File: config.mk
export PLATFORM = sky130hd
export DESIGN_NAME = gp_regfile
export DESIGN_NICKNAME = d
export VERILOG_FILES = /design/src/insn_decode_class.svh /design/src/gp_regfile.sv
export SDC_FILE = /design/constraint.sdc
export NUM_CORES = 1
export LEC_CHECK = 0
export ABC_AREA = 0
export CAP_MARGIN = 30
export CORE_MARGIN = 5
export CORE_UTILIZATION = 30
export DETAILED_ROUTE_END_ITERATION = 10
export DONT_BUFFER_PORTS = 1
export GPL_ROUTABILITY_DRIVEN = 0
export PLACE_DENSITY = 0.42
export SLEW_MARGIN = 30
export SYNTH_ARGS = -nofsm -noshare
export SYNTH_HDL_FRONTEND = slang
export SYNTH_SLANG_ARGS = --single-unit
export TNS_END_PERCENT = 20
File: constraint.sdc
create_clock -name clk -period 2.2 [get_ports clk]
set_clock_uncertainty 0.05 [all_clocks]
set_input_delay 0.11 -clock clk [delete_from_list [all_inputs] [get_ports clk]]
set_output_delay 0.11 -clock clk [all_outputs]
set_load 0.05 [all_outputs]
File: src/insn_decode_class.svh
`ifndef INSN_DECODE_CLASS_SVH
`define INSN_DECODE_CLASS_SVH

// Match patterns for casez on a full instruction word.

// Swap, word or byte, with the fixed 1001 marker in bits 7:4.
`define DECODE_SWP 32'b????_0001_0?00_????_????_0000_1001_????

// Single word or byte load and store, immediate or register offset.
`define DECODE_LDRSTR 32'b????_01??_????_????_????_????_????_????

// Block load and store.
`define DECODE_LDMSTM 32'b????_100?_????_????_????_????_????_????

// Coprocessor register transfer; bit 4 set tells it apart from CDP.
`define DECODE_MRCMCR 32'b????_1110_????_????_????_????_???1_????

`endif

File: src/gp_regfile.sv
`timescale 1ns/1ns
`default_nettype none

module gp_regfile (
	input  wire         clk,
	input  wire         reset,
	input  wire         write_reg,
	input  wire [3:0]   write_num,
	input  wire [31:0]  write_data,
	input  wire [3:0]   st_read,
	output logic [31:0] st_data
);

	logic [31:0] regs [16];

	// Store data is read without a cycle of delay.
	assign st_data = regs[st_read];

	always_ff @(posedge clk) begin
		if (reset) begin
			for (int i = 0; i < 16; i++)
				regs[i] <= 32'd0;
		end else if (write_reg) begin
			regs[write_num] <= write_data;
		end
	end

endmodule

`default_nettype wire

# After elaboration in Yosys (flattened, before gate mapping)
# Memories as Yosys holds them, arrays and structs flattened.
# Cells that the tools add are included.
[classes]
addsub = 0
n_mul = 0
n_div = 0
magnitude_cmp = 0
eq_ne = 0
shifts = 0
mux = 8
bitwise = 0
n_reduce_logical = 1
[ops]
columns = ["operator", "count"]
rows = [
  ["two-way mux 32 bit", 1],
  ["OR reduction 32 bit", 1],
  ["two-way mux 1 bit", 6],
  ["two-way mux 4 bit", 1],
]
[totals]
ff_bits = 0
latchBits = 0
ram_bits = 512
rom_bits = 0
in_bits = 43
word_cells = 10
n_memories = 1
[mem_list]
columns = ["memory", "words", "width", "read_ports", "rd_ports_with_merged_regs", "wr", "line", "text"]
rows = [
  ["regs", 16, 32, 1, 0, 16, "gp_regfile.sv:14", "logic [31:0] regs [16];"],
]

# Longest topological paths before layout
[depth]
depth_word = 5
depth_mapped = 5

# Worst setup path after synthesis
# OpenSTA, ideal clock, no wires.
[synth_timing]
kind = "in2reg"
start = "in write_num[2]"
end = "mem regs[0][0], enable pin"
arrival_ns = 1.400
path_slack_ns = 0.376
stages = 3
n_path_buf = 0
cell_sequence = "or4b_4 -> nor3_4 -> or2_2"
[synth_lines]
columns = ["element", "line", "text"]
rows = [
  ["start, declared", "gp_regfile.sv:8", "input wire [3:0] write_num,"],
  ["end, declared", "gp_regfile.sv:14", ""],
]

# Worst setup path after layout
[layout_timing]
start = "mem regs[3][24]"
end = "out st_data[24]"
[layout_between]
elab_chain_len = 1
[layout_lines]
columns = ["element", "line", "text"]
rows = [
  ["memory (16 x 32 bit)", "--", ""],
  ["end, declared", "gp_regfile.sv:11", "output logic [31:0] st_data"],
]
# Every way passes these cells.

==> flow_summary.ini <==
[run_status]
run_status = finished, violations left
violations = negative setup slack

[routing]
first_pass_iters = 5
route.detailed.drc = 0
drt_iter0_drc = 1031
vias_per_cell = 4.85
wl_per_cell_um = 27.9
ant_nets = 0
routed_wl_um = 69200
vias = 12000

[floorplan]
dieArea_mm2 = 0.0819
die_x_um = 286
rows = 101
start_util = 0.302
die_h_um = 286
pin_count = 75
core_area_mm2 = 0.0758

[finish]
largest_register_ffs = 512
area_growth_pct = 16.8
largest-register = regs
drive_gt1_frac = 0.253
final_common_cell = edfxtp_1
final_core_util = 0.353
largestRegisters = regs: 512 flops
final_cells = 2477
fillers = 7226
fin_nets = 1491
final_cell_mix = edfxtp_1, and2_1, mux4_2

[yosys]
syn_area_per_cell_um2 = 16.2
ys_types = 22
ys_seq_area_frac = 0.672
netlist_instances = 1416
synth_fp_nets = 1459
syn_area_mm2 = 0.0229
yosysWarnings = 0
ys_ff_latch = 512

[critical_path]
critPathMaxFanout = 1
worstSetupEndpointType = primary output
critPathSlowestCell = mux4_2
cpLargestDelayFamily = multiplexers
worst-path-buf-inv = 0
crit_required_ps = 2040
start_kind = flip-flop
critical_path_arrival_ps = 2070
slowest_delay_ps = 490
critical_path_class = flip-flop to primary output
crit_chain = mux4_2, a22oi_1, nand2_2

[placement]
dp_hpwl_um = 36800
place_inst = 2331
port-buffer-count = 0
preCtsSetupSlack_ps = 387

[min_path]
hold_class = input pin to flip-flop

[global_route]
antenna_found_initial = 11
grt_max_degree = 129
grt_overflow_total = 0
top_usage_layer = met2
grt_pass1_wl_um = 99800
grt_pass1_vias = 13200
grt_util_all_layers = 0.168
gr-usage-met2 = 0.286
grtUsageMet3 = 0.0290
grt_util_met1 = 0.228

[job]
cap_viol_max_count = 0

[sta]
setup_tns_ps = -118
fin_ws_ps = -31.4
period_needed_ps = 2230
period_share = 1.01
rsz0062_at_grt = true
worst_slew_pin_slew_ps = 629
setup_viol = 5
hold_viol = 0
finalMaxSlewViolations = 0
fmax_mhz = 448
slew_headroom = 0.579

[clock_tree]
clkSlewWorstSetupHoldPaths_ps = 60
root_buffer = clkbuf_16
cts_sinks = 512
clockBufferDepth = 3
numCtsBuffers = 58
htree_levels = 2
cts_tree = yes
cts_setup_buffers = 0

[pwr]
power_density_mw_per_mm2 = 858
total_power_mw = 22.9
p_leak_nw = 9.07
vdd_drop_max_uv = 573
==> through the flow <==
stage / hold WS (ps) / cell area, µm²
floorplan: 258 / 22900
global placement: 259 / 24300
detailed placement: 262 / 24300
CTS: 1.45 / 26700
global route: 6.87 / 26700
finish: 23.9 / 26700
==> power breakdown <==
part           internal (mW)  total [mW]  switching (mW)  leakage [nW]
sequential              11.3        11.4           0.138          4.88
clock                   5.64        9.66            4.01         0.903
combinational          0.680        1.87            1.19          3.29
total                   17.6        22.9            5.34          9.07
==> path summary, 6_finish.rpt <==
path / from / cells after the start / slack, ps / to
setup / recovery: regs[3][24] / 3 / -30 / st_data[24]
hold / removal: reset / 2 / 20 / regs[7][28]
==> metal layers <==
layer	share of wire	vias to the layer above
met2	0.50	279
li1	-	5319
met3	0.047	76
met5	0	-
met4	0.020	0
met1	0.44	6343
==> final cells by class <==
cell class,count,area (µm²),share of cell area
diodes,4,10.0,0.000374
clock buffers,74,1510,0.0565
flip-flops and latches,512,15400,0.575
multi-input cells,779,7320,0.274
repair buffers,97,961,0.0359
well taps,978,1220,0.0458
clock inverters,33,340,0.0127
==> what timing repair did <==
item / in CTS / in global routing
cloned: 0 / 0
pin swaps: 18 / 8
hold buffers: 35 / 0
endpoints found under the hold margin: 681 / 0
resized for setup: 44 / 11
endpoints found under the setup margin: 31 / 27
==> cells by family after synthesis <==
kind of cell | after synthesis | synth area share
AOI/OAI and AO/OA | 64 | 0.0210
DFF | 512 | 0.672
and+or+nand+nor | 587 | 0.159
buffers and inverters | 125 | 0.0220
muxes | 128 | 0.126
==> cells in the mapped netlist (all sizes together) <==
cell type,count,share of area
nand4b,1,0.00038
nand4bb,2,0.00098
nor2,13,0.0031
nand2b,2,0.00055
or2,16,0.0044
edfxtp,512,0.67
nand2,33,0.0054
nor2b,2,0.00055
and2,513,0.14
or4b,1,0.00060
nor3,4,0.0016
clkbuf,103,0.017
mux4,128,0.13
buf,22,0.0048
a22oi,64,0.021
No activity file was read; power rests on OpenSTA's default activity.
