==> config.mk <==
export PLATFORM = sky130hd
export DESIGN_NAME = sys_coproc
export DESIGN_NICKNAME = d
export VERILOG_FILES = /design/src/insn_decode_class.svh /design/src/arm_mem_pkg.sv /design/src/sys_coproc.sv
export SDC_FILE = /design/constraint.sdc
export NUM_CORES = 1
export LEC_CHECK = 0
export ABC_AREA = 1
export BUFFER_PORTS_ARGS = -buffer_cell sky130_fd_sc_hd__buf_2
export CAP_MARGIN = 20
export CORE_UTILIZATION = 45
export DETAILED_ROUTE_END_ITERATION = 8
export HOLD_SLACK_MARGIN = 0.1
export SLEW_MARGIN = 0
export SYNTH_ARGS = -nofsm -noshare
export SYNTH_HDL_FRONTEND = slang
export SYNTH_SLANG_ARGS = --single-unit
==> constraint.sdc <==
create_clock -name clk -period 2.7 [get_ports clk]
set_input_delay 0.27 -clock clk [delete_from_list [all_inputs] [get_ports clk]]
set_output_delay 0.27 -clock clk [all_outputs]
set_load 0.05 [all_outputs]
==> src/insn_decode_class.svh <==
`ifndef INSN_DECODE_CLASS_SVH
`define INSN_DECODE_CLASS_SVH

// Match patterns for casez on a full instruction word.

// Swap, word or byte, with the fixed 1001 marker in bits 7:4.
`define DECODE_SWP 32'b????_0001_0?00_????_????_0000_1001_????

// Single word or byte load and store, immediate or register offset.
`define DECODE_LDRSTR 32'b????_01??_????_????_????_????_????_????

// Block load and store.
`define DECODE_LDMSTM 32'b????_100?_????_????_????_????_????_????

// Coprocessor register transfer; bit 4 set tells it apart from CDP.
`define DECODE_MRCMCR 32'b????_1110_????_????_????_????_???1_????

`endif

==> src/arm_mem_pkg.sv <==
`default_nettype none

package arm_mem_pkg;

	// Cycles that rw_wait stays high at the start of each new bus request.
	localparam int MEM_WAIT = 1;

	// The system coprocessor answers to this number only.
	localparam logic [3:0] CP_OWN_NUM = 4'd15;

	// Register number that routes an MRC result or an S-bit LDM to the status word.
	localparam logic [3:0] PC_REG = 4'd15;

	// Condition flags within a status word.
	localparam int FLAGS_MSB = 31;
	localparam int FLAGS_LSB = 28;

	// Coprocessor number within the low twelve instruction bits.
	localparam int CP_NUM_MSB = 11;
	localparam int CP_NUM_LSB = 8;

	// Address step of one word in a block transfer.
	localparam logic [5:0] WORD_STEP = 6'd4;

	localparam int RAM_ADDR_BITS = 8;
	localparam int RAM_WORDS = 1 << RAM_ADDR_BITS;

	// Sequencer states of single transfers and swaps.
	localparam logic SEQ_FIRST = 1'b0;
	localparam logic SEQ_SECOND = 1'b1;

	// Sequencer states of block transfers.
	localparam logic [1:0] BLK_SETUP = 2'd0;
	localparam logic [1:0] BLK_XFER = 2'd1;
	localparam logic [1:0] BLK_BASE = 2'd2;

	// LDR/STR, SWP and MCR/MRC share this layout; for MCR/MRC, rn holds CRn.
	typedef struct packed {
		logic [3:0]  cond;
		logic [2:0]  class_bits;
		logic        p;
		logic        u;
		logic        b;
		logic        w;
		logic        l;
		logic [3:0]  rn;
		logic [3:0]  rd;
		logic [11:0] offset;
	} single_xfer_t;

	typedef struct packed {
		logic [3:0]  cond;
		logic [2:0]  class_bits;
		logic        p;
		logic        u;
		logic        s;
		logic        w;
		logic        l;
		logic [3:0]  rn;
		logic [15:0] reg_list;
	} block_xfer_t;

	typedef union packed {
		single_xfer_t single_view;
		block_xfer_t  block_view;
	} insn_word_t;

endpackage

`default_nettype wire

==> src/sys_coproc.sv <==
`timescale 1ns/1ns
`default_nettype none

module sys_coproc (
	input  wire         clk,
	input  wire         reset,
	input  wire         cp_req,
	input  wire         cp_rnw,
	input  wire [3:0]   cp_num,
	input  wire [3:0]   cp_reg,
	input  wire [31:0]  cp_write,
	output logic        cp_ack,
	output logic        cp_busy,
	output logic [31:0] cp_read
);
	import arm_mem_pkg::*;

	logic [31:0] regs [16];
	logic        held;

	assign cp_ack = cp_num == CP_OWN_NUM;
	assign cp_read = regs[cp_reg];

	// Busy in the first cycle of a request; the next cycle finishes it.
	assign cp_busy = cp_req & ~held;

	always_ff @(posedge clk) begin
		if (reset) begin
			held <= 1'b0;
			for (int i = 0; i < 16; i++)
				regs[i] <= 32'd0;
		end else begin
			held <= cp_busy;
			if (cp_req && !cp_busy && cp_ack && !cp_rnw)
				regs[cp_reg] <= cp_write;
		end
	end

endmodule

`default_nettype wire

# == Yosys cells after proc, flatten, opt, wreduce, memory -nomap -nowiden ==
# Memories as Yosys holds them, arrays and structs flattened.
# Index checks and enable logic that the tools add are counted.
# W data, S select, Z words.
# classes
n_mux,8
n_reduce_logical,6
bitwise_logic,2
eq_ne,1
# op_table
operator,n
$mux W32,1
$reduce_or A32 Y1,1
$mux W1,6
$eq A4 B4 Y1 const B,1
$mux W4,1
$logic_and A1 B1 Y1,3
$logic_not A1 Y1,2
$and A1 B1 Y1,1
$not A1 Y1,1
# word_totals
memories,1
output_inout_bits,34
ramBits,512
wordCells,19
ff_bits,1
in_bits,44
# memory_table
memory,words,word_bits,read_ports,rd_clocked_by_memory_dff,wr,line,source
regs,16,32,1,0,16,sys_coproc.sv:18,logic [31:0] regs [16];

# == Depth between registers and ports, before layout ==
# depth
ltp_word,11
ltp_mapped,12
depth_no_buf,9

# == Least setup slack after synthesis ==
# Ideal clock, no wire load.
# synth_path
path_kind,input to register
startpoint,input port cp_num[1]
endpoint,memory regs[10][0] (enable)
path_stages,6
slack_ps,40
arrival_ps,2271
required_time_ps,2311
path_buffers,2
setup_ps,389
path_cell_list,nand2_1 nor2_1 buf_2 nand4_2 clkbuf_1 nand2_1
# synth_lines
item,line,source
from (decl),sys_coproc.sv:9,"input wire [3:0] cp_num,"
to (decl),sys_coproc.sv:18,

# == Final worst setup path ==
# layout_path
startpoint,input port cp_reg[1]
endpoint,output port cp_read[0]
# layout_between
elab_chain_cells,1
# layout_lines
item,line,source
from (decl),sys_coproc.sv:10,"input wire [3:0] cp_reg,"
$mem_v2 Z16 W32,--,
to (decl),sys_coproc.sv:14,output logic [31:0] cp_read
# Every way passes these cells.

==> qor.tcl <==
set qor(final_critical_path_setup_slack_ns) 0.380
set qor(ant_nets) 0
set qor(total_of_buffers_placed_on_input_and_output_ports) 77
set qor(grt.overflow.total) 0
set qor(dominantRegCellSynth) {sky130_fd_sc_hd__edfxtp_1}
set qor(yosysSeqAreaShare) 0.646
set qor(finalWorstPathRequiredPeriod_ns) 2.32
set qor(n_fill_cell) 4892
set qor(synth.avg_cell_area_um2) 8.73
set qor(post_cts_resize_count) 0
set qor(irDropWorstVdd_mv) 0.541
set qor(placementRows) 84
set qor(synthArstFlopShare) 0
set qor(timing.setup.tns_ns) 0
set qor(drv_cap) 0
set qor(synth-edff-count) 512
set qor(drt-initial-drc-count) 1796
set qor(cp_data_arrival_time_ns) 2.05
set qor(worst-path-buf-inv) 4
set qor(antenna_found_initial) 1
set qor(cp-start-kind) {primary input}
set qor(synth.net_count) 2777
set qor(clkSlewWorstSetupHoldPaths_ns) 0.06
set qor(synthesis.instances) 2733
set qor(crit_chain) {buf_4 -> buf_4 -> nand2_1 -> nand2_1 -> nand2_1 -> nand2_1 -> inv_1 -> nand2_1 -> buf_2}
set qor(start_util) 0.455
set qor(drv_slew) 0
set qor(avgViaCountPerCell) 5.24
set qor(post_synth_fa_ha_maj_area_fraction) 0
set qor(post_synth_num_cell_types) 14
set qor(route.final.wire_length_um) 71600
set qor(grt_setup_unrepaired) {no}
set qor(max_slew.worst_pin.slew_ns) 0.742
set qor(area_growth_pct) 13.3
set qor(place.detailed.hpwl_um) 41500
set qor(finalHoldViolCount) 0
set qor(cts_buffers) 55
set qor(fp.coreArea_um2) 52400
set qor(outcome) {completed}
set qor(gp_congestion) 0.850
set qor(slew-limit-headroom) 0.505
set qor(synth_top_family_by_area) {simple AND/OR/NAND/NOR gates}
set qor(post_route_clock_skew_ns) 0.0121
set qor(post_synth_mux_area_share) 0
set qor(holdWs_ns) 0.251
set qor(top_level_ports) 78
set qor(finalNetCount) 2813
set qor(final_core_util) 0.515
set qor(routed_wire_length_per_instance_um) 20.4
set qor(critical_path_s_slowest_cell) {sky130_fd_sc_hd__buf_4}
set qor(synth_compound_area_frac) 0
set qor(tritoncts_clock_tree) {built}
set qor(final.period_utilization) 0.859
set qor(synthesis.area_um2) 23800
set qor(chipHeight_um) 232
set qor(finalSetupViolCount) 0
set qor(crit_family) {buffers and inverters}
set qor(post_synth_xor_area_fraction) 0
set qor(power.static_leakage_nw) 12.5
set qor(hold_class) {primary input to register}
set qor(setup.worst_path.class) {primary input to output port}
set qor(grt_first_pass_wirelength_um) 108000
set qor(pre_cts_ws_ns) 0.435
set qor(clkSinkCount) 513
set qor(power_density_nw_per_um2) 654
set qor(design.die.area_um2) 53900
set qor(critPathCaptureType) {output port}
set qor(cts_max_path_buffers) 3
set qor(fraction_of_final_layout_cells_sized_beyond_drive_strength_1) 0.0914
set qor(cts_htree_levels) 2
set qor(worstPathMaxFanout) 32
set qor(cpPeakStageDelay_ns) 0.50
set qor(timing.critical_path.required_ns) 2.43
set qor(drt_pre_antenna_iters) 5
set qor(synth.ff_latch_count) 513
set qor(total_power_mw) 17.7
set qor(track_usage) 0.269
set qor(detailed_route_drc_error_count) 0
set qor(grt_max_degree) 102
set qor(vias) 18362
set qor(synthesis.yosys.warnings) 0
set qor(max_freq_mhz) 431
set qor(yosys.area_share.simple) 0.309
set qor(die_span_in_x_um) 232
set qor(first_global_vias) 17889
set qor(cp_common_cell) {sky130_fd_sc_hd__nand2_1}
set qor(root_buffer_master) {sky130_fd_sc_hd__clkbuf_16}
set qor(clk-insertion-delay-late_ns) 0.61
==> cell type report <==
class	count	area [um2]	area share
Sequential cell	513	15400	0.570
Antenna cell	2	5.00	0.000185
Tap cell	688	861	0.0319
Clock buffer	70	1430	0.0530
Inverter	104	400	0.0148
Multi-Input combinational cell	1935	7440	0.275
Clock inverter	31	184	0.00681
Timing Repair Buffer	160	1310	0.0486
==> power by group <==
group,total [mW],internal [mW],switching (mW)
combinational,1.63,0.381,1.25
sequential,9.08,9.00,0.0714
clock,6.98,3.90,3.07
==> cells by family (layout without fill, tap and decap cells) <==
kind of cell,after synthesis,after routing
simple gates,1935,1935
flops,513,513
buf+inv,285,365
other cells,0,2
==> path summary, 6_finish.rpt <==
check,startpoint,end,slack (ns),cells after the start
hold reg to reg,held,held,0.45,1
setup / recovery,cp_reg[1],cp_read[0],0.38,9
setup reg to reg,held,regs[9][11],0.78,5
hold / removal,cp_write[16],regs[8][16],0.25,3
==> stage by stage <==
stage / std cells / instance area, um2
finish: 3503 / 27000
global route: 3502 / 27000
CTS: 3501 / 27000
detailed placement: 3398 / 25400
global placement: 3398 / 25400
floorplan: 2733 / 23800
==> repair_timing <==
item | 4_1_cts | 5_1_grt
hold buffers | 2 | 0
setup buffers | 0 | 0
endpoints found under the hold margin | 1 | 0
==> tightest hold or removal path, stage by stage <==
cell	delay, ns
sky130_fd_sc_hd__buf_2	0.07
sky130_fd_sc_hd__inv_1	0.23
sky130_fd_sc_hd__nor2_1	0.17
==> sequential cells by signal, indices dropped and copies added, names as in the netlist <==
signal	flops
regs	512
held	1
==> cell usage after synthesis (2+ instances only) <==
cell                          n  area (um2)
sky130_fd_sc_hd__edfxtp_1   512       15400
sky130_fd_sc_hd__inv_1      101         379
sky130_fd_sc_hd__nand4_1      6        37.5
sky130_fd_sc_hd__clkbuf_1   171         642
sky130_fd_sc_hd__nand2_1   1397        5240
sky130_fd_sc_hd__nand4_2     10         125
sky130_fd_sc_hd__buf_1        5        18.8
sky130_fd_sc_hd__buf_2        4        20.0
sky130_fd_sc_hd__nor2_1     521        1960
sky130_fd_sc_hd__inv_2        2        7.51
==> metal layers <==
layer	global-route usage	wire length (um)
met5	0	0
met4	0.106	2500
met3	0.0383	5360
met2	0.444	34000
met1	0.358	29700
==> cells in the final DEF, fill, tap and decap left out, types with 15 or more instances in the layout <==
cell type,instances
sky130_fd_sc_hd__nor2_1,518
sky130_fd_sc_hd__clkbuf_1,15
sky130_fd_sc_hd__clkbuf_16,55
sky130_fd_sc_hd__buf_2,75
sky130_fd_sc_hd__nand2_2,16
sky130_fd_sc_hd__inv_1,100
sky130_fd_sc_hd__buf_4,59
sky130_fd_sc_hd__buf_12,23
sky130_fd_sc_hd__edfxtp_1,512
sky130_fd_sc_hd__clkinv_1,21
sky130_fd_sc_hd__nand2_1,1381
(Power assumes the default switching activity.)
