File: src/insn_decode_class.svh
`ifndef INSN_DECODE_CLASS_SVH
`define INSN_DECODE_CLASS_SVH

// Match patterns for casez on a full instruction word.

// Swap, word or byte, with the fixed 1001 marker in bits 7:4.
`define DECODE_SWP 32'b????_0001_0?00_????_????_0000_1001_????

// Single word or byte load and store, immediate or register offset.
`define DECODE_LDRSTR 32'b????_01??_????_????_????_????_????_????

// Block load and store.
`define DECODE_LDMSTM 32'b????_100?_????_????_????_????_????_????

// Coprocessor register transfer; bit 4 set tells it apart from CDP.
`define DECODE_MRCMCR 32'b????_1110_????_????_????_????_???1_????

`endif

File: src/arm_mem_pkg.sv
`default_nettype none

package arm_mem_pkg;

	// Cycles that rw_wait stays high at the start of each new bus request.
	localparam int MEM_WAIT = 1;

	// The system coprocessor answers to this number only.
	localparam logic [3:0] CP_OWN_NUM = 4'd15;

	// Register number that routes an MRC result or an S-bit LDM to the status word.
	localparam logic [3:0] PC_REG = 4'd15;

	// Condition flags within a status word.
	localparam int FLAGS_MSB = 31;
	localparam int FLAGS_LSB = 28;

	// Coprocessor number within the low twelve instruction bits.
	localparam int CP_NUM_MSB = 11;
	localparam int CP_NUM_LSB = 8;

	// Address step of one word in a block transfer.
	localparam logic [5:0] WORD_STEP = 6'd4;

	localparam int RAM_ADDR_BITS = 8;
	localparam int RAM_WORDS = 1 << RAM_ADDR_BITS;

	// Sequencer states of single transfers and swaps.
	localparam logic SEQ_FIRST = 1'b0;
	localparam logic SEQ_SECOND = 1'b1;

	// Sequencer states of block transfers.
	localparam logic [1:0] BLK_SETUP = 2'd0;
	localparam logic [1:0] BLK_XFER = 2'd1;
	localparam logic [1:0] BLK_BASE = 2'd2;

	// LDR/STR, SWP and MCR/MRC share this layout; for MCR/MRC, rn holds CRn.
	typedef struct packed {
		logic [3:0]  cond;
		logic [2:0]  class_bits;
		logic        p;
		logic        u;
		logic        b;
		logic        w;
		logic        l;
		logic [3:0]  rn;
		logic [3:0]  rd;
		logic [11:0] offset;
	} single_xfer_t;

	typedef struct packed {
		logic [3:0]  cond;
		logic [2:0]  class_bits;
		logic        p;
		logic        u;
		logic        s;
		logic        w;
		logic        l;
		logic [3:0]  rn;
		logic [15:0] reg_list;
	} block_xfer_t;

	typedef union packed {
		single_xfer_t single_view;
		block_xfer_t  block_view;
	} insn_word_t;

endpackage

`default_nettype wire

File: src/load_align.sv
`timescale 1ns/1ns
`default_nettype none

module load_align (
	input  wire [31:0]  rd_data,
	input  wire [1:0]   byte_addr,
	input  wire         byte_sel,
	output logic [31:0] aligned
);

	logic [31:0] rot_half;
	logic [31:0] rot_byte;

	// Rotate right so the addressed byte lands in bits 7:0.
	assign rot_half = byte_addr[1] ? {rd_data[15:0], rd_data[31:16]} : rd_data;
	assign rot_byte = byte_addr[0] ? {rot_half[7:0], rot_half[31:8]} : rot_half;

	// Byte loads are zero extended.
	assign aligned = byte_sel ? {24'd0, rot_byte[7:0]} : rot_byte;

endmodule

`default_nettype wire

File: src/reg_list_walker.sv
`timescale 1ns/1ns
`default_nettype none

module reg_list_walker (
	input  wire         clk,
	input  wire         reset,
	input  wire         start,
	input  wire         step,
	input  wire         descending,
	input  wire         pre_index,
	input  wire [15:0]  reg_list,
	output logic [3:0]  cur_reg,
	output logic [5:0]  offset,
	output logic        last
);
	import arm_mem_pkg::*;

	logic [15:0] pending;
	logic [15:0] mirrored;
	logic [5:0]  done_off;
	logic [3:0]  low_idx;

	// Mirroring lets a descending walk reuse the lowest-first search.
	always_comb begin
		for (int i = 0; i < 16; i++)
			mirrored[i] = reg_list[15 - i];
	end

	always_comb begin
		low_idx = 4'd0;
		for (int i = 15; i >= 0; i--) begin
			if (pending[i])
				low_idx = 4'(i);
		end
	end

	assign cur_reg = descending ? 4'd15 - low_idx : low_idx;
	assign offset = pre_index ? done_off + WORD_STEP : done_off;
	assign last = (pending & (pending - 16'd1)) == 16'd0;

	always_ff @(posedge clk) begin
		if (reset) begin
			pending <= 16'd0;
			done_off <= 6'd0;
		end else if (start) begin
			pending <= descending ? mirrored : reg_list;
			done_off <= 6'd0;
		end else if (step) begin
			pending <= pending & (pending - 16'd1);
			done_off <= done_off + WORD_STEP;
		end
	end

endmodule

`default_nettype wire

File: src/mem_stage.sv
`timescale 1ns/1ns
`default_nettype none

`include "insn_decode_class.svh"

module mem_stage (
	input  wire                     clk,
	input  wire                     reset,
	input  wire                     inbubble,
	input  wire [31:0]              pc,
	input  wire arm_mem_pkg::insn_word_t insn,
	input  wire [31:0]              op0,
	input  wire [31:0]              op1,
	input  wire [31:0]              op2,
	input  wire [31:0]              spsr,
	input  wire [31:0]              cpsr,
	input  wire                     write_reg,
	input  wire [3:0]               write_num,
	input  wire [31:0]              write_data,
	output logic [31:0]             busaddr,
	output logic                    rd_req,
	output logic                    wr_req,
	output logic [31:0]             wr_data,
	input  wire [31:0]              rd_data,
	input  wire                     rw_wait,
	output logic [3:0]              st_read,
	input  wire [31:0]              st_data,
	output logic                    cp_req,
	input  wire                     cp_ack,
	input  wire                     cp_busy,
	output logic                    cp_rnw,
	input  wire [31:0]              cp_read,
	output logic [31:0]             cp_write,
	output logic [3:0]              cp_num,
	output logic [3:0]              cp_reg,
	output logic                    outstall,
	output logic                    outbubble,
	output logic [31:0]             outpc,
	output arm_mem_pkg::insn_word_t outinsn,
	output logic                    out_write_reg,
	output logic [3:0]              out_write_num,
	output logic [31:0]             out_write_data,
	output logic [31:0]             out_spsr,
	output logic [31:0]             out_cpsr
);
	import arm_mem_pkg::*;

	single_xfer_t sx;
	block_xfer_t  bx;
	logic         is_swp;
	logic         is_single;
	logic         is_block;
	logic         is_cpmove;
	logic         single_state;
	logic         next_single_state;
	logic         swp_state;
	logic         next_swp_state;
	logic [1:0]   blk_state;
	logic [1:0]   next_blk_state;
	logic [31:0]  swp_oldval;
	logic [31:0]  addr;
	logic [31:0]  raddr;
	logic [31:0]  blk_addr;
	logic [31:0]  store_data;
	logic [31:0]  aligned;
	logic [1:0]   align_addr;
	logic         single_wb;
	logic         next_outbubble;
	logic         next_write_reg;
	logic [3:0]   next_write_num;
	logic [31:0]  next_write_data;
	logic [31:0]  next_outcpsr;
	logic         walk_start;
	logic         walk_step;
	logic         walk_pre;
	logic         walk_last;
	logic [3:0]   walk_reg;
	logic [5:0]   walk_offset;

	assign sx = insn.single_view;
	assign bx = insn.block_view;

	always_comb begin
		is_swp = 1'b0;
		is_single = 1'b0;
		is_block = 1'b0;
		is_cpmove = 1'b0;
		casez (insn)
		`DECODE_SWP: is_swp = 1'b1;
		`DECODE_LDRSTR: is_single = 1'b1;
		`DECODE_LDMSTM: is_block = 1'b1;
		`DECODE_MRCMCR: is_cpmove = 1'b1;
		default: ;
		endcase
	end

	// Post-indexed transfers always write the base back.
	assign single_wb = sx.w | ~sx.p;
	assign addr = sx.u ? op0 + op1 : op0 - op1;
	assign raddr = sx.p ? addr : op0;
	assign blk_addr = bx.u ? op0 + {26'd0, walk_offset} : op0 - {26'd0, walk_offset};
	assign store_data = sx.b ? {4{op2[7:0]}} : op2;
	assign align_addr = is_swp ? op0[1:0] : raddr[1:0];

	assign walk_start = is_block && !inbubble && blk_state == BLK_SETUP;
	assign walk_step = is_block && !inbubble && blk_state == BLK_XFER && !rw_wait;
	// The base writeback needs the plain count, so pre-indexing only applies to accesses.
	assign walk_pre = bx.p && blk_state == BLK_XFER;

	load_align load_align_i (
		.rd_data(rd_data),
		.byte_addr(align_addr),
		.byte_sel(sx.b),
		.aligned(aligned)
	);

	reg_list_walker reg_list_walker_i (
		.clk(clk),
		.reset(reset),
		.start(walk_start),
		.step(walk_step),
		.descending(~bx.u),
		.pre_index(walk_pre),
		.reg_list(op1[15:0]),
		.cur_reg(walk_reg),
		.offset(walk_offset),
		.last(walk_last)
	);

	always_comb begin
		busaddr = {raddr[31:2], 2'b00};
		rd_req = 1'b0;
		wr_req = 1'b0;
		wr_data = store_data;
		st_read = walk_reg;
		cp_req = 1'b0;
		cp_rnw = sx.l;
		cp_write = op0;
		cp_num = sx.offset[CP_NUM_MSB:CP_NUM_LSB];
		cp_reg = sx.rn;
		outstall = 1'b0;
		next_outbubble = inbubble;
		next_write_reg = write_reg;
		next_write_num = write_num;
		next_write_data = write_data;
		next_outcpsr = cpsr;
		next_single_state = single_state;
		next_swp_state = swp_state;
		next_blk_state = blk_state;
		if (!inbubble) begin
			if (is_swp) begin
				next_write_reg = 1'b0;
				busaddr = {op0[31:2], 2'b00};
				if (swp_state == SEQ_FIRST) begin
					rd_req = 1'b1;
					outstall = 1'b1;
					if (!rw_wait)
						next_swp_state = SEQ_SECOND;
				end else begin
					wr_req = 1'b1;
					outstall = rw_wait;
					if (!rw_wait) begin
						next_write_reg = 1'b1;
						next_write_num = sx.rd;
						next_write_data = swp_oldval;
						next_swp_state = SEQ_FIRST;
					end
				end
			end else if (is_single) begin
				next_write_reg = 1'b0;
				if (single_state == SEQ_FIRST) begin
					rd_req = sx.l;
					wr_req = ~sx.l;
					outstall = rw_wait | single_wb;
					if (!rw_wait) begin
						next_write_reg = sx.l;
						next_write_num = sx.rd;
						next_write_data = aligned;
						if (single_wb)
							next_single_state = SEQ_SECOND;
					end
				end else begin
					next_write_reg = 1'b1;
					next_write_num = sx.rn;
					next_write_data = addr;
					next_single_state = SEQ_FIRST;
				end
			end else if (is_block) begin
				next_write_reg = 1'b0;
				busaddr = {blk_addr[31:2], 2'b00};
				wr_data = st_data;
				case (blk_state)
				BLK_SETUP: begin
					outstall = 1'b1;
					next_blk_state = BLK_XFER;
				end
				BLK_XFER: begin
					rd_req = bx.l;
					wr_req = ~bx.l;
					outstall = 1'b1;
					// Keep a status copied from spsr until the instruction retires.
					next_outcpsr = out_cpsr;
					if (!rw_wait) begin
						next_write_reg = bx.l;
						next_write_num = walk_reg;
						next_write_data = rd_data;
						if (bx.l && bx.s && walk_reg == PC_REG)
							next_outcpsr = spsr;
						if (walk_last)
							next_blk_state = BLK_BASE;
					end
				end
				default: begin
					next_outcpsr = out_cpsr;
					next_write_reg = bx.w;
					next_write_num = bx.rn;
					next_write_data = blk_addr;
					next_blk_state = BLK_SETUP;
				end
				endcase
			end else if (is_cpmove) begin
				next_write_reg = 1'b0;
				cp_req = 1'b1;
				outstall = cp_busy;
				if (!cp_busy && cp_ack && sx.l) begin
					// An MRC to r15 only updates the condition flags.
					if (sx.rd == PC_REG) begin
						next_outcpsr = {cp_read[FLAGS_MSB:FLAGS_LSB], cpsr[FLAGS_LSB-1:0]};
					end else begin
						next_write_reg = 1'b1;
						next_write_num = sx.rd;
						next_write_data = cp_read;
					end
				end
			end
			next_outbubble = outstall;
		end
	end

	always_ff @(posedge clk) begin
		if (reset) begin
			outbubble <= 1'b1;
			out_write_reg <= 1'b0;
			single_state <= SEQ_FIRST;
			swp_state <= SEQ_FIRST;
			blk_state <= BLK_SETUP;
		end else begin
			outbubble <= next_outbubble;
			out_write_reg <= next_write_reg;
			single_state <= next_single_state;
			swp_state <= next_swp_state;
			blk_state <= next_blk_state;
		end
	end

	always_ff @(posedge clk) begin
		outpc <= pc;
		outinsn <= insn;
		out_write_num <= next_write_num;
		out_write_data <= next_write_data;
		out_spsr <= spsr;
		out_cpsr <= next_outcpsr;
		if (!inbubble && is_swp && swp_state == SEQ_FIRST && !rw_wait)
			swp_oldval <= aligned;
	end

endmodule

`default_nettype wire

File: config.mk
export PLATFORM = sky130hd
export DESIGN_NAME = mem_stage
export DESIGN_NICKNAME = d
export VERILOG_FILES = /design/src/arm_mem_pkg.sv /design/src/load_align.sv /design/src/reg_list_walker.sv /design/src/mem_stage.sv
export VERILOG_INCLUDE_DIRS = /design/src
export SDC_FILE = /design/constraint.sdc
export NUM_CORES = 1
export LEC_CHECK = 0
export BUFFER_PORTS_ARGS = -buffer_cell sky130_fd_sc_hd__buf_2
export CORE_AREA = 2 2 252 254
export DETAILED_ROUTE_END_ITERATION = 7
export DIE_AREA = 0 0 254 256
export MAX_ROUTING_LAYER = met4
export PLACE_DENSITY = 0.53
export SETUP_SLACK_MARGIN = 0.05
export SLEW_MARGIN = 20
export SYNTH_ARGS = -nofsm -noshare
export SYNTH_HDL_FRONTEND = slang
export SYNTH_HIERARCHICAL = 1
export SYNTH_SLANG_ARGS = --single-unit
File: constraint.sdc
create_clock -name clk -period 14.2 [get_ports clk]
set_input_delay 0.71 -clock clk [delete_from_list [all_inputs] [get_ports clk]]
set_output_delay 0.71 -clock clk [all_outputs]
set_load 0.01 [all_outputs]
# Word-level counts from Yosys, hierarchy flattened
# Cells that the tools add are included.
[word_totals]
output_inout_bits = 279
in_bits = 363
regBits = 224
[classes]
n_eq_ne = 12
bitwise = 9
n_reduce_logical = 25
n_mux = 123
add_sub_neg = 7
[ops]
columns = ["cell", "count"]
rows = [
  ["$mux 32", 36],
  ["$pmux 32 s2", 2],
  ["$mux 4", 28],
  ["$mux 16", 3],
  ["$mux 1", 47],
  ["$add 32x32->32", 1],
  ["$add 32x6->32", 1],
  ["$sub 32x32->32", 1],
  ["$sub 32x6->32", 1],
  ["$and 16x16->16", 1],
  ["$logic_not 16->1", 1],
  ["$sub 16x1->16 const B", 1],
  ["$eq 15x12->1 const B", 1],
  ["$logic_and 1x1->1", 12],
  ["$eq 4x4->1 const B", 2],
  ["$pmux 4 s2", 1],
  ["$add 6x3->6 const B", 1],
  ["$mux 2", 3],
  ["$mux 6", 1],
  ["$ne 6x4->1 const B", 1],
  ["$ne 6x5->1 const B", 1],
  ["$ne 6x6->1 const B", 1],
  ["$not 1->1", 6],
  ["$reduce_and 3->1", 2],
  ["other kinds (15)", 21],
]

# Logic depth before layout (Yosys ltp)
# Gate-level depths: netlist of run 1.
[depth]
word_depth = 27
ltp_mapped = 20
depth_no_buf = 17

# By module
# Netlist of run 1, hierarchy kept.
[modules_own_cells]
columns = ["mod", "n_inst", "area_per_inst_um2", "cells_each"]
rows = [
  ["mem_stage", 1, 14393.8, 1682],
  ["reg_list_walker", 1, 1559.0, 194],
  ["load_align", 1, 768.2, 78],
]

# Worst setup path before layout of run 1
# OpenSTA, ideal clock, no wires.
[synth_path]
path_kind = "in2out"
start = "in insn[24] (netlist name)"
end = "out busaddr[28]"
t_required_ps = 13490
arrival_ps = 4697
stages = 18
setup_slack_ps = 8793
cell_sequence = "clkbuf_1 -> clkbuf_1 -> and3_1 -> mux2_2 -> nor2_1 -> nor4b_1 -> ha_1 -> mux2_2 -> ha_1 -> o211ai_1 -> o21a_1 -> a211oi_2 -> o21ai_0 -> and3_1 -> o41ai_2 -> xor2_1 -> o22ai_1 -> a21oi_1"
[synth_between]
elab_chain_cells = 8
word_cells_on_any_way = 12
[synth_lines]
columns = ["element", "line_no", "source"]
rows = [
  ["from (decl)", "mem_stage.sv:11", "input wire arm_mem_pkg::insn_word_t insn,"],
  ["$logic_and 1x1->1 (*)", "mem_stage.sv:108", "assign walk_pre = bx.p && blk_state == BLK_XFER;"],
  ["via walk_pre", "mem_stage.sv:75", "logic walk_pre;"],
  ["$mux 6 (*)", "reg_list_walker.sv:38", "assign offset = pre_index ? done_off + WORD_STEP : done_off;"],
  ["via walk_offset[3]", "mem_stage.sv:78", "logic [5:0] walk_offset;"],
  ["$sub 32x6->32 / $add 32x6->32 (equally long branches)", "mem_stage.sv:101", "assign blk_addr = bx.u ? op0 + {26'd0, walk_offset} : op0 - {26'd0, walk_offset};"],
  ["$mux 32 (*)", "mem_stage.sv:101", ""],
  ["$mux 32 (*)", "mem_stage.sv:188", "end else if (is_block) begin"],
  ["$mux 32 (*)", "mem_stage.sv:169", "end else if (is_single) begin"],
  ["$mux 32 (*)", "mem_stage.sv:151", "if (is_swp) begin"],
  ["$mux 32 (*)", "mem_stage.sv:150", "if (!inbubble) begin"],
  ["to (decl)", "mem_stage.sv:20", "output logic [31:0] busaddr,"],
]
# The timed path passes the listed nets; every way through them passes the cells marked *.

# Worst setup path after layout of run 1
[layout_path]
start = "reg blk_state[1]"
end = "out busaddr[17]"
[layout_between]
elab_chain_cells = 9
word_cells_on_any_way = 10
[layout_lines]
columns = ["element", "line_no", "source"]
rows = [
  ["from (decl)", "mem_stage.sv:58", "logic [1:0] blk_state;"],
  ["from (signal assigned)", "mem_stage.sv:252", "blk_state <= next_blk_state;"],
  ["$eq 2x1->1 (*)", "mem_stage.sv:108", ""],
  ["$logic_and 1x1->1 (*)", "mem_stage.sv:108", ""],
  ["via walk_pre", "mem_stage.sv:75", ""],
  ["$mux 6 (*)", "reg_list_walker.sv:38", ""],
  ["via walk_offset[3]", "mem_stage.sv:78", ""],
  ["$sub 32x6->32 / $add 32x6->32 (equally long branches)", "mem_stage.sv:101", ""],
  ["$mux 32 (*)", "mem_stage.sv:101", ""],
  ["$mux 32 (*)", "mem_stage.sv:188", ""],
  ["$mux 32 (*)", "mem_stage.sv:169", ""],
  ["$mux 32 (*)", "mem_stage.sv:151", ""],
  ["$mux 32 (*)", "mem_stage.sv:150", ""],
]
# Marks and branches as above.

==> results of run 1 <==
[placed cells by master, fill, tap and decap left out, types with 36 or more instances in the layout]
master | Yosys | routed
edfxtp_1 | 64 | 64
a21oi_1 | 176 | 176
mux2i_1 | 125 | 125
a211oi_1 | 72 | 71
dfxtp_1 | 158 | 157
nor2_1 | 119 | 118
xor2_1 | 55 | 55
ha_1 | 72 | 72
nand2_1 | 213 | 213
o22ai_1 | 37 | 36
buf_2 | 12 | 639
o21ai_0 | 117 | 116
mux2_2 | 50 | 50
inv_1 | 43 | 43
xnor2_1 | 44 | 44
[cell type report]
| class | instances | area (um2) | area share |
|---|---|---|---|
| Antenna cell | 23 | 57.6 | 0.00271 |
| Clock buffer | 37 | 816 | 0.0384 |
| Multi-Input combinational cell | 1522 | 10500 | 0.495 |
| Inverter | 44 | 165 | 0.00777 |
| Clock inverter | 11 | 98.8 | 0.00465 |
| Tap cell | 846 | 1060 | 0.0498 |
| Sequential cell | 222 | 5090 | 0.239 |
| Timing Repair Buffer | 672 | 3450 | 0.162 |
[worst max-delay path, stage by stage (launching register included)]
cell	delay, ns
dfxtp_1	0.31
buf_4	0.49
inv_1	0.11
and3_1	0.29
mux2_2	0.36
nor4_1	0.56
a21oi_1	0.48
ha_1	0.58
nand4_1	0.18
nor4b_1	0.30
o21ai_1	0.18
and3b_1	0.27
o21ai_1	0.22
a21o_1	0.18
a21oi_1	0.09
xor2_1	0.16
o221ai_1	0.36
buf_2	0.22
[logic make-up (layout without fill, tap and decap cells)]
family / after synthesis / count (layout) / synth area share
compound gates: 621 / 621 / 0.239
xor+xnor: 100 / 100 / 0.0528
fa+ha+maj: 75 / 75 / 0.0569
buf+inv: 212 / 764 / 0.0703
flops: 222 / 222 / 0.304
mux: 183 / 183 / 0.119
other cells: 2 / 27 / 0.000449
simple gates: 539 / 539 / 0.157
[where the power goes]
part,internal (W),switching (W)
combinational,0.000265,0.000460
sequential,0.000686,0.0000117
clock,0.000420,0.000298
[routing by layer]
layer	global-route usage	routed length, um	share of wire	vias up
met5	-	0	0	-
met4	0.119	4010	0.044	0
met1	0.323	35600	0.39	8980
met2	0.457	44700	0.49	1018
li1	-	-	-	8308
met3	0.0360	6720	0.074	187
[stage by stage]
stage,std cells,area (um2)
after global placement,3306,20300
after detailed placement,3306,20300
after global routing,3376,21300
after CTS,3354,21200
after floorplan,1956,16700
final,3377,21300
[path summary, 6_finish.rpt]
path / from / end / slack [ns] / cells after the start
worst min register to register: swp_oldval[3] / out_write_data[3] / 0.48 / 2
worst max-delay path: blk_state[1] / busaddr[17] / 7.60 / 17
worst min-delay path: pc[13] / outpc[13] / 0.23 / 1
worst max register to register: blk_state[1] / out_write_data[27] / 8.78 / 16
==> flow_metrics.env, run 1 <==
export IMPL_period_needed_ns=6.60
export IMPL_gp_congestion=0.957
export IMPL_wl_um=91000
export IMPL_hold_violations=0
export IMPL_holdWs_ns=0.226
export IMPL_core_um2=62400
export IMPL_grt_pass1_wl_um=125000
export IMPL_synth_warnings=6
export IMPL_dieArea_um2=65000
export IMPL_maxCapViolations=0
export IMPL_clk_latency_ns=0.59
export IMPL_cts_resized=0
export IMPL_root_buffer="clkbuf_16"
export IMPL_synth_cell_types=96
export IMPL_synth_main_ff_cell="dfxtp_1"
export IMPL_postRouteAntennaNets=0
export IMPL_worst_pin_slew_ns=1.09
export IMPL_cts_setup_buffers=0
export IMPL_firstDrtPassIters=5
export IMPL_relSlewSlack=0.271
export IMPL_endpoint_kind="output pin"
export IMPL_fmaxAchievable_mhz=151
export IMPL_initial_utilization=0.268
export IMPL_yosys_area_top_type_share=0.189
export IMPL_post_dp_hpwl_um=73700
export IMPL_synth_edf_count=64
export IMPL_drcViolationCount=0
export IMPL_dieWidth_um=254
export IMPL_dp_slack_ns=8.05
export IMPL_syn_inst=1954
export IMPL_viasPerCell=5.48
export IMPL_clkTransAtPathRegs_ns=0.06
export IMPL_syn2layout_area_growth_pct=27.1
export IMPL_grtUsageTotal=0.272
export IMPL_synth_top_area_cell="dfxtp_1"
export IMPL_clkSinkCount=222
export IMPL_ir_drop_uv=88.3
export IMPL_fin_ws_ns=7.60
export IMPL_synth_area_top_cells="dfxtp_1 19%, edfxtp_1 11%, mux2i_1 7.5%, ha_1 5.4%, a21oi_1 5.3%"
export IMPL_drive_gt1_frac=0.329
export IMPL_cp_required_ns=13.49
export IMPL_status="finished clean"
export IMPL_power_density_nw_per_um2=101
export IMPL_fill_cells=6612
export IMPL_syn_area_um2=16700
export IMPL_worst_path_max_fanout=45
export IMPL_crit_type="flip-flop to output pin"
export IMPL_rsz0062_at_grt="no"
export IMPL_nNetsFinal=2926
export IMPL_finalSetupViolCount=0
export IMPL_start_kind="flip-flop"
export IMPL_async_reset_ff_frac=0
export IMPL_first_iter_violations=1749
export IMPL_htreeDepth=1
export IMPL_postSynthAreaPerCell_um2=8.56
export IMPL_totalPowerFinal_w=0.00214
export IMPL_hold_class="input port to flip-flop"
export IMPL_detail_route_wl_per_cell_um=26.9
export IMPL_finClkSkew_ns=0.0638
export IMPL_rows=92
export IMPL_ys_seq_area_frac=0.304
export IMPL_grt_max_degree=68
export IMPL_ys_ff_latch=222
export IMPL_synth_common_cells="213 x nand2_1, 176 x a21oi_1, 158 x dfxtp_1"
export IMPL_ios=642
export IMPL_grt_overflow=0
export IMPL_vias=18493
export IMPL_numCtsBuffers=27
export IMPL_clock_path_buffers=3
export IMPL_cp_arrival_ns=5.89
export IMPL_setup_tns_final_ns=0
export IMPL_yosysMostFrequentCell="nand2_1"
export IMPL_die_height_um=256
export IMPL_io_buffers=639
export IMPL_fin_util=0.341
export IMPL_cts_tree="done"
export IMPL_cts_hold_buf=0
export IMPL_antenna_found_initial=37
export IMPL_fin_crit_sh=0.465
export IMPL_slew_viol_final=0
export IMPL_leakage_nw=9.24
export IMPL_grt_pass1_vias=17398
No activity file was read; power rests on OpenSTA's default activity.
==> run 2: changes to the inputs <==
--- a/config.mk
+++ b/config.mk
@@ -11,7 +11,7 @@
 export DETAILED_ROUTE_END_ITERATION = 7
 export DIE_AREA = 0 0 254 256
 export MAX_ROUTING_LAYER = met4
-export PLACE_DENSITY = 0.53
+export PLACE_DENSITY = 0.55
 export SETUP_SLACK_MARGIN = 0.05
 export SLEW_MARGIN = 20
 export SYNTH_ARGS = -nofsm -noshare
==> constraint.sdc (replaced) <==
create_clock -name clk -period 5.7 [get_ports clk]
set_input_delay 0.285 -clock clk [delete_from_list [all_inputs] [get_ports clk]]
set_output_delay 0.285 -clock clk [all_outputs]
set_load 0.01 [all_outputs]
==> run 2 against run 1 <==
Power grew to 2.6 times the previous value. Register-to-register slack lost 7.6 ns. First-iteration DRC count shrank 7.6%. Largest cell class unchanged. Sequential power grew 150%. Critical endpoint unchanged.
==> flow_metrics.env, run 2 (synthesized netlist as in run 1, its figures left out) <==
export IMPL_fin_crit_sh=0.929
export IMPL_dieArea_um2=65000
export IMPL_grt_pass1_wl_um=129000
export IMPL_layout_common_cells="639 x buf_2, 213 x nand2_1, 176 x a21oi_1"
export IMPL_postRouteAntennaNets=0
export IMPL_grt_pass1_vias=18596
export IMPL_period_needed_ns=5.29
export IMPL_regArea_um2=5090
export IMPL_r2r_start="blk_state[0]"
export IMPL_leakage_nw=9.85
export IMPL_die_height_um=256
export IMPL_power_density_nw_per_um2=246
export IMPL_maxCapViolations=0
export IMPL_cts_setup_buffers=0
export IMPL_ir_drop_uv=231
export IMPL_clkSinkCount=222
export IMPL_place_area_um2=20400
export IMPL_worst_pin_slew_ns=1.18
export IMPL_fin_util=0.363
export IMPL_endpoint_kind="output pin"
export IMPL_rows=92
export IMPL_numCtsBuffers=28
export IMPL_wl_um=92400
export IMPL_start_kind="flip-flop"
export IMPL_crit_type="flip-flop to output pin"
export IMPL_drive_gt1_frac=0.320
export IMPL_clk_latency_ns=0.59
export IMPL_multi_input_area_um2=10500
export IMPL_syn2layout_area_growth_pct=35.5
export IMPL_firstDrtPassIters=7
export IMPL_cts_tree="done"
export IMPL_dieWidth_um=254
export IMPL_relSlewSlack=0.208
export IMPL_cp_required_ns=5.41
export IMPL_final_common_cell="buf_2"
export IMPL_viasPerCell=5.39
export IMPL_fmaxAchievable_mhz=189
export IMPL_hold_depth=2
export IMPL_io_buffers=639
export IMPL_root_buffer="clkbuf_16"
export IMPL_antenna_found_initial=35
export IMPL_clkTransAtPathRegs_ns=0.06
export IMPL_gp_congestion=1.01
export IMPL_hold_class="input port to flip-flop"
export IMPL_timing_rr_end="out_write_data[29]"
export IMPL_detail_route_wl_per_cell_um=26.3
export IMPL_fin_ws_ns=0.407
export IMPL_initial_utilization=0.268
export IMPL_finClkSkew_ns=0.0287
export IMPL_holdPathEnd="out_cpsr[21]"
export IMPL_status="finished clean"
export IMPL_reg2reg_depth=14
export IMPL_setup_tns_final_ns=0
export IMPL_fin_area_um2=22700
export IMPL_grtUsageTotal=0.278
export IMPL_slew_viol_final=0
export IMPL_clock_path_buffers=3
export IMPL_hold_start="cpsr[21]"
export IMPL_cp_arrival_ns=5.01
export IMPL_core_um2=62400
export IMPL_grt_overflow=0
export IMPL_drcViolationCount=0
export IMPL_hold_violations=0
export IMPL_post_dp_hpwl_um=74300
export IMPL_reg2reg_slack_ns=1.17
export IMPL_ios=642
export IMPL_dp_slack_ns=0.751
export IMPL_vias=18964
export IMPL_worst_path_max_fanout=8
export IMPL_holdWs_ns=0.0266
export IMPL_nNetsFinal=3061
export IMPL_fill_cells=6531
export IMPL_finalSetupViolCount=0
export IMPL_htreeDepth=1
export IMPL_first_iter_violations=1616
export IMPL_grt_max_degree=80
export IMPL_rsz0062_at_grt="no"
==> run 2: power breakdown <==
| group | total (W) | internal (W) | switching [W] |
|---|---|---|---|
| registers | 0.00174 | 0.00171 | 0.0000316 |
| clock network | 0.00194 | 0.00115 | 0.000788 |
| logic | 0.00190 | 0.000726 | 0.00118 |
| total | 0.00558 | 0.00359 | 0.00200 |
==> run 2: area by class of cell <==
class                   count  area share
flip-flops and latches    222       0.224
clock buffers              35      0.0358
multi-input cells        1522       0.465
diodes                     27     0.00298
repair buffers            806       0.209
well taps                 846      0.0467
inverters                  44     0.00729
clock inverters            17     0.00834
==> run 2: repair_timing <==
| action | 4_1_cts | 5_1_grt |
|---|---|---|
| hold endpoints to repair | 117 | 0 |
| hold buffers | 117 | 0 |
| resized for setup | 0 | 7 |
| setup endpoints to repair | 0 | 15 |
==> run 2: routing by layer <==
metal  vias to the layer above  share of wire  global-route usage
met2                      1107           0.47               0.454
li1                       8575              -                   -
met4                         0          0.064               0.158
met1                      9052           0.38               0.313
met3                       230          0.087              0.0622
met5                         -              0                   -
==> run 2: worst max-delay path by stage <==
stage / from / depth (start not counted) / slack (ns) / to
2_1_floorplan: insn[23] / 10 / 0.80 / out_cpsr[0]
3_3_place_gp: insn[24] / 17 / 0.73 / busaddr[29]
3_5_place_dp: blk_state[0] / 16 / 0.75 / busaddr[29]
4_1_cts: blk_state[0] / 16 / 0.09 / busaddr[29]
5_1_grt: blk_state[0] / 17 / 0.06 / busaddr[29]
6_report: blk_state[0] / 15 / 0.41 / busaddr[17]
==> run 2: critical path: stages, from the launching register on <==
cell and delay (ns):
dfxtp_2 0.40, and3_2 0.28, mux2_2 0.39, nor4_2 0.39, a31oi_1 0.29, ha_2 0.49, nand4_1 0.20, nor4b_1 0.32
o21ai_1 0.18, and3b_1 0.26, o21ai_1 0.21, a21o_1 0.19, a21oi_1 0.09, xor2_1 0.16, o221ai_1 0.36, buf_2 0.21
==> run 2: metrics by stage <==
stage	total power (W)	instances
after floorplan	0.00279	1956
after global placement	0.00356	3323
after detailed placement	0.00357	3323
after CTS	0.00560	3492
after global routing	0.00582	3518
final	0.00558	3519
